$ cat config.mk
export PLATFORM = sky130hd
export DESIGN_NAME = mac_top
export DESIGN_NICKNAME = d
export VERILOG_FILES = /design/src/mac_pkg.sv /design/src/mac_regs.sv /design/src/vault_read_client.sv /design/src/mac_core.sv /design/src/mac_result.sv /design/src/mac_top.sv
export SDC_FILE = /design/constraint.sdc
export NUM_CORES = 2
export LEC_CHECK = 0
export ABC_AREA = 1
export BUFFER_PORTS_ARGS = -buffer_cell sky130_fd_sc_hd__buf_2
export CORE_MARGIN = 2
export CORE_UTILIZATION = 60
export DETAILED_ROUTE_END_ITERATION = 8
export PLACE_DENSITY_LB_ADDON = 0.25
export SLEW_MARGIN = 30
export SYNTH_ARGS = -nofsm -noshare
export SYNTH_HDL_FRONTEND = slang
export SYNTH_SLANG_ARGS = --single-unit
$ cat constraint.sdc
create_clock -name clk -period 10.3 [get_ports clk]
set_input_delay 1.545 -clock clk [delete_from_list [all_inputs] [get_ports clk]]
set_output_delay 1.545 -clock clk [all_outputs]
set_load 0.02 [all_outputs]
$ cat src/mac_pkg.sv
// widths, register map and constants for the keyed tag accelerator
// vault request/response structs and payload types

package mac_pkg;

  // --------------------
  // widths
  // --------------------
  localparam int DATA_WIDTH  = 32;
  localparam int ADDR_WIDTH  = 8;
  localparam int KEY_WORDS   = 4;
  localparam int BLOCK_WORDS = 8;
  localparam int TAG_WORDS   = 4;
  localparam int ROUNDS      = 16;
  localparam int ENTRY_WIDTH = 3;

  // --------------------
  // register map, byte offsets
  // --------------------
  localparam logic [ADDR_WIDTH-1:0] REG_CTRL        = 8'h00;
  localparam logic [ADDR_WIDTH-1:0] REG_STATUS      = 8'h04;
  localparam logic [ADDR_WIDTH-1:0] REG_KV_RD_KEY   = 8'h08;
  localparam logic [ADDR_WIDTH-1:0] REG_KV_RD_BLOCK = 8'h0C;
  localparam logic [ADDR_WIDTH-1:0] REG_KV_WR       = 8'h10;
  localparam logic [ADDR_WIDTH-1:0] REG_KV_STATUS   = 8'h14;
  localparam logic [ADDR_WIDTH-1:0] REG_INTR        = 8'h18;
  localparam logic [ADDR_WIDTH-1:0] REG_KEY         = 8'h20;
  localparam logic [ADDR_WIDTH-1:0] REG_BLOCK       = 8'h40;
  localparam logic [ADDR_WIDTH-1:0] REG_TAG         = 8'h60;

  // state seed for init
  localparam logic [DATA_WIDTH-1:0] MAC_IV = 32'h6A09E667;

  // payloads, word 0 is the most significant
  typedef logic [0:KEY_WORDS-1][DATA_WIDTH-1:0]   key_t;
  typedef logic [0:BLOCK_WORDS-1][DATA_WIDTH-1:0] block_t;
  typedef logic [0:TAG_WORDS-1][DATA_WIDTH-1:0]   tag_t;

  // --------------------
  // vault ports
  // --------------------
  typedef struct packed {
    logic                   req;
    logic [ENTRY_WIDTH-1:0] entry;
    logic [3:0]             offset;
  } vault_rd_req_t;

  typedef struct packed {
    logic                  valid;
    logic                  err;
    logic [DATA_WIDTH-1:0] data;
  } vault_rd_resp_t;

  typedef struct packed {
    logic                   we;
    logic [ENTRY_WIDTH-1:0] entry;
    logic [3:0]             offset;
    logic [DATA_WIDTH-1:0]  data;
  } vault_wr_t;

  // en is a one-cycle pulse
  typedef struct packed {
    logic                   en;
    logic [ENTRY_WIDTH-1:0] entry;
  } vault_ctrl_t;

  // word fill from a read client into the register file
  typedef struct packed {
    logic                  we;
    logic [3:0]            offset;
    logic [DATA_WIDTH-1:0] data;
  } fill_t;

endpackage

$ cat src/mac_regs.sv
// AXI4-Lite slave and register file of the accelerator
// command pulses, per-word write locks, status and interrupt

module mac_regs #(
  parameter int ADDR_WIDTH = mac_pkg::ADDR_WIDTH,
  parameter int DATA_WIDTH = mac_pkg::DATA_WIDTH
) (
  input  logic                  clk,
  input  logic                  reset_n,
  // axi4-lite slave
  input  logic                  awvalid,
  output logic                  awready,
  input  logic [ADDR_WIDTH-1:0] awaddr,
  input  logic                  wvalid,
  output logic                  wready,
  input  logic [DATA_WIDTH-1:0] wdata,
  output logic                  bvalid,
  input  logic                  bready,
  output logic [1:0]            bresp,
  input  logic                  arvalid,
  output logic                  arready,
  input  logic [ADDR_WIDTH-1:0] araddr,
  output logic                  rvalid,
  input  logic                  rready,
  output logic [DATA_WIDTH-1:0] rdata,
  output logic [1:0]            rresp,
  // vault clients, {err, done}
  input  mac_pkg::fill_t        key_fill,
  input  mac_pkg::fill_t        block_fill,
  input  logic [1:0]            key_status,
  input  logic [1:0]            block_status,
  input  logic                  vault_key,
  // core and result stage
  input  logic                  core_done,
  input  logic                  busy,
  input  mac_pkg::tag_t         sw_tag,
  input  logic                  tag_valid,
  input  logic                  wr_done,
  output mac_pkg::key_t         key,
  output mac_pkg::block_t       block,
  output logic                  init,
  output logic                  next,
  output logic                  zeroize,
  output mac_pkg::vault_ctrl_t  key_ctrl,
  output mac_pkg::vault_ctrl_t  block_ctrl,
  output mac_pkg::vault_ctrl_t  wr_ctrl,
  output logic                  notif_intr
);
  import mac_pkg::*;

  logic                   wr_fire;
  logic [KEY_WORDS-1:0]   key_lock;
  logic [BLOCK_WORDS-1:0] block_lock;
  logic [DATA_WIDTH-1:0]  rd_word;

  assign bresp   = 2'b00;
  assign rresp   = 2'b00;
  assign wready  = awready;
  // awaddr and wdata are still held by the master in the accept cycle
  assign wr_fire = awready;

  // --------------------
  // axi channels
  // --------------------
  always_ff @(posedge clk or negedge reset_n) begin
    if (!reset_n) begin
      awready <= 1'b0;
      bvalid  <= 1'b0;
      arready <= 1'b0;
      rvalid  <= 1'b0;
      rdata   <= '0;
    end else begin
      awready <= awvalid && wvalid && !bvalid && !awready;
      if (awready) begin
        bvalid <= 1'b1;
      end else if (bready) begin
        bvalid <= 1'b0;
      end
      arready <= arvalid && !rvalid && !arready;
      if (arready) begin
        rvalid <= 1'b1;
        rdata  <= rd_word;
      end else if (rready) begin
        rvalid <= 1'b0;
      end
    end
  end

  // read mux, unmapped offsets give zero
  always_comb begin
    rd_word = '0;
    case (araddr)
      REG_STATUS:      rd_word = DATA_WIDTH'({tag_valid, ~busy});
      REG_KV_RD_KEY:   rd_word = DATA_WIDTH'({key_ctrl.entry, 1'b0});
      REG_KV_RD_BLOCK: rd_word = DATA_WIDTH'({block_ctrl.entry, 1'b0});
      REG_KV_WR:       rd_word = DATA_WIDTH'({wr_ctrl.entry, 1'b0});
      REG_KV_STATUS:   rd_word = DATA_WIDTH'({key_status[1] | block_status[1], wr_done,
                                              block_status[0], key_status[0]});
      REG_INTR:        rd_word = DATA_WIDTH'(notif_intr);
      default:         rd_word = '0;
    endcase
    for (int i = 0; i < KEY_WORDS; i++) begin
      if (araddr == REG_KEY + ADDR_WIDTH'(4 * i)) rd_word = key[i];
    end
    for (int i = 0; i < BLOCK_WORDS; i++) begin
      if (araddr == REG_BLOCK + ADDR_WIDTH'(4 * i)) rd_word = block[i];
    end
    for (int i = 0; i < TAG_WORDS; i++) begin
      if (araddr == REG_TAG + ADDR_WIDTH'(4 * i)) rd_word = sw_tag[i];
    end
  end

  // --------------------
  // commands and vault controls
  // --------------------
  always_ff @(posedge clk or negedge reset_n) begin
    if (!reset_n) begin
      init       <= 1'b0;
      next       <= 1'b0;
      zeroize    <= 1'b0;
      key_ctrl   <= '0;
      block_ctrl <= '0;
      wr_ctrl    <= '0;
      notif_intr <= 1'b0;
    end else begin
      init          <= wr_fire && awaddr == REG_CTRL && wdata[0];
      next          <= wr_fire && awaddr == REG_CTRL && wdata[1];
      zeroize       <= wr_fire && awaddr == REG_CTRL && wdata[2];
      key_ctrl.en   <= wr_fire && awaddr == REG_KV_RD_KEY && wdata[0];
      block_ctrl.en <= wr_fire && awaddr == REG_KV_RD_BLOCK && wdata[0];
      wr_ctrl.en    <= wr_fire && awaddr == REG_KV_WR && wdata[0];
      if (wr_fire && awaddr == REG_KV_RD_KEY) key_ctrl.entry <= wdata[ENTRY_WIDTH:1];
      if (wr_fire && awaddr == REG_KV_RD_BLOCK) block_ctrl.entry <= wdata[ENTRY_WIDTH:1];
      if (wr_fire && awaddr == REG_KV_WR) wr_ctrl.entry <= wdata[ENTRY_WIDTH:1];
      // a new completion wins over a clear in the same cycle
      if (core_done) begin
        notif_intr <= 1'b1;
      end else if (wr_fire && awaddr == REG_INTR && wdata[0]) begin
        notif_intr <= 1'b0;
      end
    end
  end

  // --------------------
  // key and block words
  // --------------------
  always_ff @(posedge clk or negedge reset_n) begin
    if (!reset_n) begin
      key        <= '0;
      block      <= '0;
      key_lock   <= '0;
      block_lock <= '0;
    end else if (zeroize) begin
      key        <= '0;
      block      <= '0;
      key_lock   <= '0;
      block_lock <= '0;
    end else begin
      for (int i = 0; i < KEY_WORDS; i++) begin
        if (key_fill.we && key_fill.offset == 4'(i)) begin
          key[i]      <= key_fill.data;
          key_lock[i] <= 1'b1;
        end else begin
          if (wr_fire && awaddr == REG_KEY + ADDR_WIDTH'(4 * i) && !key_lock[i]) begin
            key[i] <= wdata;
          end
          // vault key released once its tag is out
          if (core_done && vault_key) key_lock[i] <= 1'b0;
        end
      end
      for (int i = 0; i < BLOCK_WORDS; i++) begin
        if (block_fill.we && block_fill.offset == 4'(i)) begin
          block[i]      <= block_fill.data;
          block_lock[i] <= 1'b1;
        end else begin
          if (wr_fire && awaddr == REG_BLOCK + ADDR_WIDTH'(4 * i) && !block_lock[i]) begin
            block[i] <= wdata;
          end
          if (init || next) block_lock[i] <= 1'b0;
        end
      end
    end
  end

endmodule

$ cat src/vault_read_client.sv
// vault read client, fetches one entry word by word
// and fills the key or block registers

module vault_read_client #(
  parameter type payload_t = mac_pkg::key_t,
  parameter int  NUM_WORDS = $bits(payload_t) / mac_pkg::DATA_WIDTH
) (
  input  logic                    clk,
  input  logic                    reset_n,
  input  logic                    zeroize,
  input  mac_pkg::vault_ctrl_t    ctrl,
  output mac_pkg::vault_rd_req_t  req,
  input  mac_pkg::vault_rd_resp_t resp,
  output mac_pkg::fill_t          fill,
  output logic                    done,
  output logic                    err
);
  import mac_pkg::*;

  typedef enum logic [1:0] {
    S_IDLE,
    S_REQ,
    S_WAIT
  } state_t;

  state_t                 state;
  logic [ENTRY_WIDTH-1:0] entry;
  logic [3:0]             offset;
  logic                   last;

  assign last = offset == 4'(NUM_WORDS - 1);

  // one request in flight at a time
  assign req.req    = state == S_REQ;
  assign req.entry  = entry;
  assign req.offset = offset;

  assign fill.we     = state == S_WAIT && resp.valid && !resp.err;
  assign fill.offset = offset;
  assign fill.data   = resp.data;

  always_ff @(posedge clk or negedge reset_n) begin
    if (!reset_n) begin
      state  <= S_IDLE;
      entry  <= '0;
      offset <= '0;
      done   <= 1'b0;
      err    <= 1'b0;
    end else if (zeroize) begin
      state  <= S_IDLE;
      offset <= '0;
      done   <= 1'b0;
      err    <= 1'b0;
    end else begin
      case (state)
        S_IDLE: begin
          if (ctrl.en) begin
            entry  <= ctrl.entry;
            offset <= '0;
            done   <= 1'b0;
            err    <= 1'b0;
            state  <= S_REQ;
          end
        end
        S_REQ: state <= S_WAIT;
        S_WAIT: begin
          if (resp.valid) begin
            if (resp.err) begin
              // abandon the entry, remaining words untouched
              done  <= 1'b1;
              err   <= 1'b1;
              state <= S_IDLE;
            end else if (last) begin
              done  <= 1'b1;
              state <= S_IDLE;
            end else begin
              offset <= offset + 4'd1;
              state  <= S_REQ;
            end
          end
        end
        default: state <= S_IDLE;
      endcase
    end
  end

endmodule

$ cat src/mac_core.sv
// keyed mixing core, 16 rounds at one round per cycle
// init seeds the state from the key, next chains from the last tag

module mac_core (
  input  logic            clk,
  input  logic            reset_n,
  input  logic            zeroize,
  input  logic            init,
  input  logic            next,
  input  mac_pkg::key_t   key,
  input  mac_pkg::block_t block,
  output mac_pkg::tag_t   tag,
  output logic            busy,
  output logic            done
);
  import mac_pkg::*;

  localparam int RW = $clog2(ROUNDS);
  localparam int BW = $clog2(BLOCK_WORDS);

  tag_t                  state;
  logic [RW-1:0]         round;
  logic [DATA_WIDTH-1:0] mixed;
  logic [DATA_WIDTH-1:0] t;

  // --------------------
  // round function
  // --------------------
  assign mixed = state[0] ^ block[round[BW-1:0]];
  // rotl 7, then add s3 and the round index
  assign t = {mixed[DATA_WIDTH-8:0], mixed[DATA_WIDTH-1:DATA_WIDTH-7]}
           + state[3] + DATA_WIDTH'(round);

  assign tag = state;

  always_ff @(posedge clk or negedge reset_n) begin
    if (!reset_n) begin
      state <= '0;
      round <= '0;
      busy  <= 1'b0;
      done  <= 1'b0;
    end else if (zeroize) begin
      state <= '0;
      round <= '0;
      busy  <= 1'b0;
      done  <= 1'b0;
    end else begin
      done <= 1'b0;
      if (busy) begin
        state <= {state[1], state[2], state[3], t};
        round <= round + 1'b1;
        if (round == RW'(ROUNDS - 1)) begin
          busy <= 1'b0;
          done <= 1'b1;
        end
      end else if (init || next) begin
        // next leaves the state alone so blocks chain
        if (init) begin
          for (int i = 0; i < KEY_WORDS; i++) begin
            state[i] <= key[i] ^ MAC_IV;
          end
        end
        round <= '0;
        busy  <= 1'b1;
      end
    end
  end

endmodule

$ cat src/mac_result.sv
// result stage, captures the tag at done
// routes it to the software tag registers or streams it to the vault

module mac_result (
  input  logic                 clk,
  input  logic                 reset_n,
  input  logic                 zeroize,
  input  logic                 done,
  input  mac_pkg::tag_t        tag,
  input  mac_pkg::vault_ctrl_t wr_ctrl,
  input  logic                 vault_key,
  input  logic                 init,
  input  logic                 next,
  output mac_pkg::tag_t        sw_tag,
  output logic                 tag_valid,
  output mac_pkg::vault_wr_t   vault_wr,
  output logic                 wr_done
);
  import mac_pkg::*;

  logic                   wr_armed;
  logic [ENTRY_WIDTH-1:0] wr_entry;
  logic                   vault_key_d;
  logic                   key_from_vault;
  logic                   to_vault;
  logic                   streaming;
  logic [3:0]             wr_cnt;
  tag_t                   hold;

  assign to_vault = wr_armed || key_from_vault;

  // posted writes, one word per cycle
  assign vault_wr.we     = streaming;
  assign vault_wr.entry  = wr_entry;
  assign vault_wr.offset = wr_cnt;
  assign vault_wr.data   = hold[wr_cnt];

  always_ff @(posedge clk or negedge reset_n) begin
    if (!reset_n) begin
      hold <= '0;
    end else if (zeroize) begin
      hold <= '0;
    end else if (done && to_vault) begin
      hold <= tag;
    end
  end

  always_ff @(posedge clk or negedge reset_n) begin
    if (!reset_n) begin
      sw_tag         <= '0;
      tag_valid      <= 1'b0;
      wr_armed       <= 1'b0;
      wr_entry       <= '0;
      vault_key_d    <= 1'b0;
      key_from_vault <= 1'b0;
      streaming      <= 1'b0;
      wr_cnt         <= '0;
      wr_done        <= 1'b0;
    end else if (zeroize) begin
      sw_tag         <= '0;
      tag_valid      <= 1'b0;
      wr_armed       <= 1'b0;
      key_from_vault <= 1'b0;
      streaming      <= 1'b0;
      wr_cnt         <= '0;
      wr_done        <= 1'b0;
    end else begin
      vault_key_d <= vault_key;
      if (init || next) tag_valid <= 1'b0;

      // --------------------
      // capture and route
      // --------------------
      if (done) begin
        tag_valid <= 1'b1;
        if (to_vault) begin
          streaming      <= 1'b1;
          wr_cnt         <= '0;
          wr_armed       <= 1'b0;
          key_from_vault <= 1'b0;
        end else begin
          sw_tag <= tag;
        end
      end
      if (streaming) begin
        wr_cnt <= wr_cnt + 4'd1;
        if (wr_cnt == 4'(TAG_WORDS - 1)) begin
          streaming <= 1'b0;
          wr_done   <= 1'b1;
        end
      end

      // new key fetched from the vault since the last tag
      if (vault_key && !vault_key_d) key_from_vault <= 1'b1;
      if (wr_ctrl.en) begin
        wr_armed <= 1'b1;
        wr_entry <= wr_ctrl.entry;
        wr_done  <= 1'b0;
      end
    end
  end

endmodule

$ cat src/mac_top.sv
// accelerator top level
// register front end, vault read clients, core and result stage

module mac_top #(
  parameter int ADDR_WIDTH = mac_pkg::ADDR_WIDTH,
  parameter int DATA_WIDTH = mac_pkg::DATA_WIDTH
) (
  input  logic                    clk,
  input  logic                    reset_n,
  // axi4-lite slave
  input  logic                    awvalid,
  output logic                    awready,
  input  logic [ADDR_WIDTH-1:0]   awaddr,
  input  logic                    wvalid,
  output logic                    wready,
  input  logic [DATA_WIDTH-1:0]   wdata,
  output logic                    bvalid,
  input  logic                    bready,
  output logic [1:0]              bresp,
  input  logic                    arvalid,
  output logic                    arready,
  input  logic [ADDR_WIDTH-1:0]   araddr,
  output logic                    rvalid,
  input  logic                    rready,
  output logic [DATA_WIDTH-1:0]   rdata,
  output logic [1:0]              rresp,
  // key vault
  output mac_pkg::vault_rd_req_t  key_rd_req,
  input  mac_pkg::vault_rd_resp_t key_rd_resp,
  output mac_pkg::vault_rd_req_t  block_rd_req,
  input  mac_pkg::vault_rd_resp_t block_rd_resp,
  output mac_pkg::vault_wr_t      vault_wr,
  output logic                    notif_intr
);
  import mac_pkg::*;

  fill_t       key_fill;
  fill_t       block_fill;
  logic        key_done;
  logic        key_err;
  logic        block_done;
  logic        block_err;
  logic        vault_key;
  key_t        key;
  block_t      block;
  logic        init;
  logic        next;
  logic        zeroize;
  vault_ctrl_t key_ctrl;
  vault_ctrl_t block_ctrl;
  vault_ctrl_t wr_ctrl;
  tag_t        core_tag;
  tag_t        sw_tag;
  logic        busy;
  logic        core_done;
  logic        tag_valid;
  logic        wr_done;

  // clean vault key read
  assign vault_key = key_done && !key_err;

  mac_regs #(
    .ADDR_WIDTH(ADDR_WIDTH),
    .DATA_WIDTH(DATA_WIDTH)
  ) u_regs (
    .clk, .reset_n,
    .awvalid, .awready, .awaddr, .wvalid, .wready, .wdata, .bvalid, .bready, .bresp,
    .arvalid, .arready, .araddr, .rvalid, .rready, .rdata, .rresp,
    .key_fill, .block_fill,
    .key_status   ({key_err, key_done}),
    .block_status ({block_err, block_done}),
    .vault_key, .core_done, .busy, .sw_tag, .tag_valid, .wr_done,
    .key, .block, .init, .next, .zeroize,
    .key_ctrl, .block_ctrl, .wr_ctrl, .notif_intr
  );

  // --------------------
  // vault read clients
  // --------------------
  vault_read_client #(
    .payload_t (key_t)
  ) key_client (
    .clk, .reset_n, .zeroize,
    .ctrl (key_ctrl),
    .req  (key_rd_req),
    .resp (key_rd_resp),
    .fill (key_fill),
    .done (key_done),
    .err  (key_err)
  );

  vault_read_client #(
    .payload_t (block_t)
  ) block_client (
    .clk, .reset_n, .zeroize,
    .ctrl (block_ctrl),
    .req  (block_rd_req),
    .resp (block_rd_resp),
    .fill (block_fill),
    .done (block_done),
    .err  (block_err)
  );

  mac_core u_core (
    .clk, .reset_n, .zeroize, .init, .next, .key, .block,
    .tag  (core_tag),
    .busy,
    .done (core_done)
  );

  mac_result u_result (
    .clk, .reset_n, .zeroize,
    .done (core_done),
    .tag  (core_tag),
    .wr_ctrl, .vault_key, .init, .next,
    .sw_tag, .tag_valid, .vault_wr, .wr_done
  );

endmodule

# Yosys cells after proc, flatten, opt, wreduce, memory -nomap -nowiden
# Index checks and enable logic that the tools add are counted.
# word_totals
out_inout_bits	98
wordCells	459
input_bits	123
register_bits	873
# classes
bitwise_logic	10
addsub	6
n_eq_ne	67
n_reduce_logical	147
n_mux	155
n_lt_le_gt_ge	2
# ops
operator	n
$mux W32	44
$mux W128	10
$mux W256	1
$eq A8 B7 Y1 const B	20
$reduce_bool A3 Y1	37
$bmux W32 S3	1
$mux W4	18
$bmux W32 S2	1
$eq A8 B6 Y1 const B	8
$not A16 Y16	4
$mux W1	62
$logic_and A1 B1 Y1	61
$eq A8 B5 Y1 const B	5
$add A32 B32 Y32	1
$add A32 B4 Y32	1
$eq A8 B4 Y1 const B	4
$xor A32 B32 Y32	1
$ne A3 B3 Y1 const B	10
$pmux W4 S6	1
$eq A4 B2 Y1 const B	5
$logic_not A1 Y1	20
$reduce_and A2 Y1	9
$add A4 B1 Y4 const B	4
$eq A4 B3 Y1 const B	4
other kinds (26)	55

# Depth between registers and ports, before layout
# logic_depth
word_depth	18
ltp_mapped	26
mapped_depth_nobuf	23

# Cells and area by module
# A second synthesis with hierarchy kept.
# hier_totals
hier_cells	6796
hier_area_um2	49740.2
# by_module_without_submodules
mod	area_each_um2	n_inst	cells_per_inst
mac_regs	24079.3	1	3188
mac_result	12475.7	1	1654
mac_core	11427.2	1	1720
vault_read_client at block_client	905.9	1	120
vault_read_client at key_client	842.1	1	112
mac_top	10.0	1	2

# Least setup slack after synthesis
# No wires, ideal clock.
# synth_path
path_type	reg2reg
start	register u_core.round[1]
end	register u_core.state, in the netlist u_core.tag[29]
t_arrival_ps	3803
path_buffers	3
setup_time_ps	77
slack_ps	6420
stages_incl_launch_ff	25
cell_sequence	dfrtp_1 -> clkbuf_1 -> clkbuf_1 -> buf_1 -> a21oi_1 -> o21ai_0 -> nand3_1 -> nand2_1 -> xor2_1 -> fa_1 -> inv_1 -> ha_1 -> fa_1 -> nand3_1 -> nand2_1 -> nand4_1 -> nand3_1 -> nand2_1 -> nand2_1 -> a21oi_2 -> o21ai_1 -> or2_1 -> nand3_1 -> nand2_1 -> o21ai_1
# synth_between
elab_chain_cells	9
# synth_lines
element	line	text
start, declared	mac_core.sv:22	logic [RW-1:0] round;
start signal, assigned	mac_core.sv:51	round <= round + 1'b1;
$not A3 Y4 (not written as such)	mac_core.sv:29	assign mixed = state[0] ^ block[round[BW-1:0]];
$bmux W32 S3	mac_core.sv:29	
$mux W32 (not written as such) (2 in a row)	mac_core.sv:29	
$xor A32 B32 Y32	mac_core.sv:29	
$add A32 B32 Y32	mac_core.sv:32	+ state[3] + DATA_WIDTH'(round);
$add A32 B4 Y32 (*)	mac_core.sv:32	
$mux W128 (*)	mac_core.sv:49	if (busy) begin
$mux W128 (*)	mac_core.sv:42	end else if (zeroize) begin
end signal, assigned	mac_core.sv:50	state <= {state[1], state[2], state[3], t};
end signal, assigned by index	mac_core.sv:60	state[i] <= key[i] ^ MAC_IV;
end, declared	mac_core.sv:21	tag_t state;
# Every way passes the cells marked *; elsewhere a longest branch is shown, timed or not. The select of a mux whose other input is x is not followed.
# A chain may end at the register's enable or synchronous reset.

# Final worst setup path
# layout_path
start	register u_core.round[0]
end	register u_core.state, in the netlist u_core.tag[18]
# The elaborated chain is that of the path after synthesis.

==> metrics <==
H-tree levels=3; DRC=0; Final Skew=0.0278 ns; async set or reset register ratio after synthesis=100%; average wire per standard cell=25.4 um; Area Overhead vs Synth=9.92%; Iter 0 DRT Violations=6299; Final setup viols=0; antenna violations before repair=6; CTS sink cnt=873; nets=6027; worst-case clock buffer depth=3; largest net degree at the start of global routing=159; fill count=6571; Final Critical Period=5.66 ns; die area=81400 um^2; starting density of the core=60.4%; crit path kind=reg2reg; Primary FF master, synth=dfrtp_1; DR vias=45200; Post-Route WL=177 mm; Worst-Margin Slew=1.15 ns; All-Layer GR Usage=42.7%; Final Cell Area=52200 um^2; Critical Path RT=10.82 ns; status=complete, no violations; Final Max Slew Viols=0; CTS tree=done; most frequent cells in the layout=1011 x nand2_1, 867 x dfrtp_1, 647 x o21ai_0, 554 x inv_1, 547 x nor2_1; Resized Gates After CTS=0; gp weighted congestion=0.975; Syn Inst Count=5823; Core Area=78600 um^2; fin worst setup slack=4.64 ns; Die X=285 um; mapped cell area=47500 um^2; syn_area_per_cell=8.15 um^2; commonest non-fill, non-tap cell in the layout=nand2_1; WHS=0.425 ns; sequential share of the synthesized area=46.0%; Post-Place Setup Slack=4.91 ns; Fmax=177 MHz; fin crit share=54.9%; row cnt=103; Layout Cells excl Fill=6962; Static Leak=25.1 nW; post-synthesis cell type count=58; synth warn=0; drt first pass iters=9; total grt overflow=0; clk_lat worst skew=0.69 ns; vias in the first global route=41900; placed cells=6784; setup TNS=0 ns; crit path max fanout=101; share of cells above drive strength 1=14.7%; Placement Cell Area=48900 um^2; WP data arrival=6.18 ns; Antenna Nets Post-Route=0; cts hold-fix bufs=0; via/cell ratio=6.49; post-CTS setup buffers=0; crit end category=flop; Cell Pwr Density=257 nW/um^2; Slew headroom=23.0%; Post-synth EDFFs=0; IO Pins=221; Core Util, Final=66.4%; RSZ-0062 raised after global routing=false; FF+latch count, synth=873; worst hold path type=reg2reg; PortBufs=216; root buffer cell=clkbuf_16; die height=285 um; Critical Path Start Type=flop; endpoints failing hold=0; max-cap violation count=0; Worst VDD drop=0.162 mV; first-pass GRT wire length=262 mm; dpl hpwl=116 mm; Pwr Total=13.4 mW; clock slew at reported path FFs=0.06 ns; CTS Buf Count=95
-- flip-flops by register name, summed over array words and instances (netlist names), 4 cells and up --
signal,cells
u_regs.key_lock,4
block_client.offset,4
u_core.tag,128
u_result.hold,128
u_regs.block_lock,8
u_regs.wr_ctrl,4
u_regs.rdata,32
u_regs.block,256
u_regs.key_ctrl,4
key_client.offset,4
u_result.sw_tag,128
u_result.wr_cnt,4
u_core.round,4
u_regs.key,128
u_regs.block_ctrl,4
-- final timing paths --
check | start | to | slack [ns] | cells past startpoint
setup / recovery | u_core.round[0] | u_core.tag[18] | 4.64 | 23
hold / removal | u_regs.wr_ctrl[3] | u_result.wr_done | 0.42 | 1
setup reg to reg | u_core.round[0] | u_core.tag[18] | 4.64 | 23
hold reg to reg | u_regs.wr_ctrl[3] | u_result.wr_done | 0.42 | 1
max in group asynchronous | reset_n | u_core.round[0] | 7.24 | 3
min in group asynchronous | reset_n | u_core.done | 0.89 | 1
-- where the power goes --
group | switching (mW) | internal [mW]
logic | 3.36 | 1.69
clock network | 1.49 | 2.09
registers | 0.646 | 4.13
-- metal layers --
metal	part of all wire [%]	up-vias	GRT usage (%)
li1	-	19600	-
met1	38	21600	58.4
met2	41	3303	60.0
met3	15	630	15.5
met4	5.7	6	21.2
met5	0.021	-	0
-- Yosys cell counts, types with 28 or more instances --
| cell type | count | area [um^2] |
|---|---|---|
| dfrtp_1 | 873 | 21800 |
| nor3_1 | 30 | 150 |
| o21ai_0 | 648 | 3240 |
| a21oi_1 | 468 | 2340 |
| inv_1 | 560 | 2100 |
| mux2_2 | 267 | 3010 |
| o21a_1 | 33 | 248 |
| ha_1 | 67 | 838 |
| o221ai_1 | 33 | 289 |
| nor3_2 | 31 | 310 |
| clkbuf_1 | 206 | 773 |
| o22ai_1 | 367 | 2300 |
| nor2_1 | 553 | 2080 |
| nand4_1 | 82 | 513 |
| nand3_1 | 168 | 841 |
| xor2_1 | 44 | 385 |
| clkinv_1 | 28 | 105 |
| nand2_1 | 1028 | 3860 |
| buf_2 | 120 | 601 |
-- logic make-up after synthesis --
kind of cell	share of synthesized area, %
AND/OR/NAND/NOR	17.6
adder cells (fa/ha/maj)	1.98
flip-flops	46.0
buffers and inverters	8.40
AO/OA/AOI/OAI	18.7
XOR/XNOR	0.941
multiplexers	6.33
other	0.00790
-- layout make-up --
cell class                 count  area (um^2)  area share [%]
multi-input combinational   3966        21800            41.7
clock buffer                 135         2760            5.29
timing repair buffer         281         1650            3.16
inverter                     615         2330            4.47
tap                         1050         1310            2.52
sequential                   873        21900            41.9
clock inverter                38          475           0.911
antenna                        4         10.0          0.0192
-- worst max-delay path, stage by stage, from the launching register on --
cell and delay, ns:
dfrtp_4 0.82, inv_2 0.79, buf_4 0.65, a21oi_1 0.13
o21ai_0 0.10, nand3_1 0.09, nand2_1 0.12, xor2_1 0.41
fa_1 0.49, inv_1 0.06, ha_1 0.26, nand3_1 0.11
nand3_1 0.20, a21oi_1 0.27, nor3_1 0.08, nor2_1 0.09
inv_1 0.08, nand2_1 0.07, nand3_1 0.12, nand2_1 0.12
a21o_1 0.12, nand3_1 0.07, nand2_1 0.09, o21ai_0 0.08
Note: power is estimated with default switching activity, not from simulation.
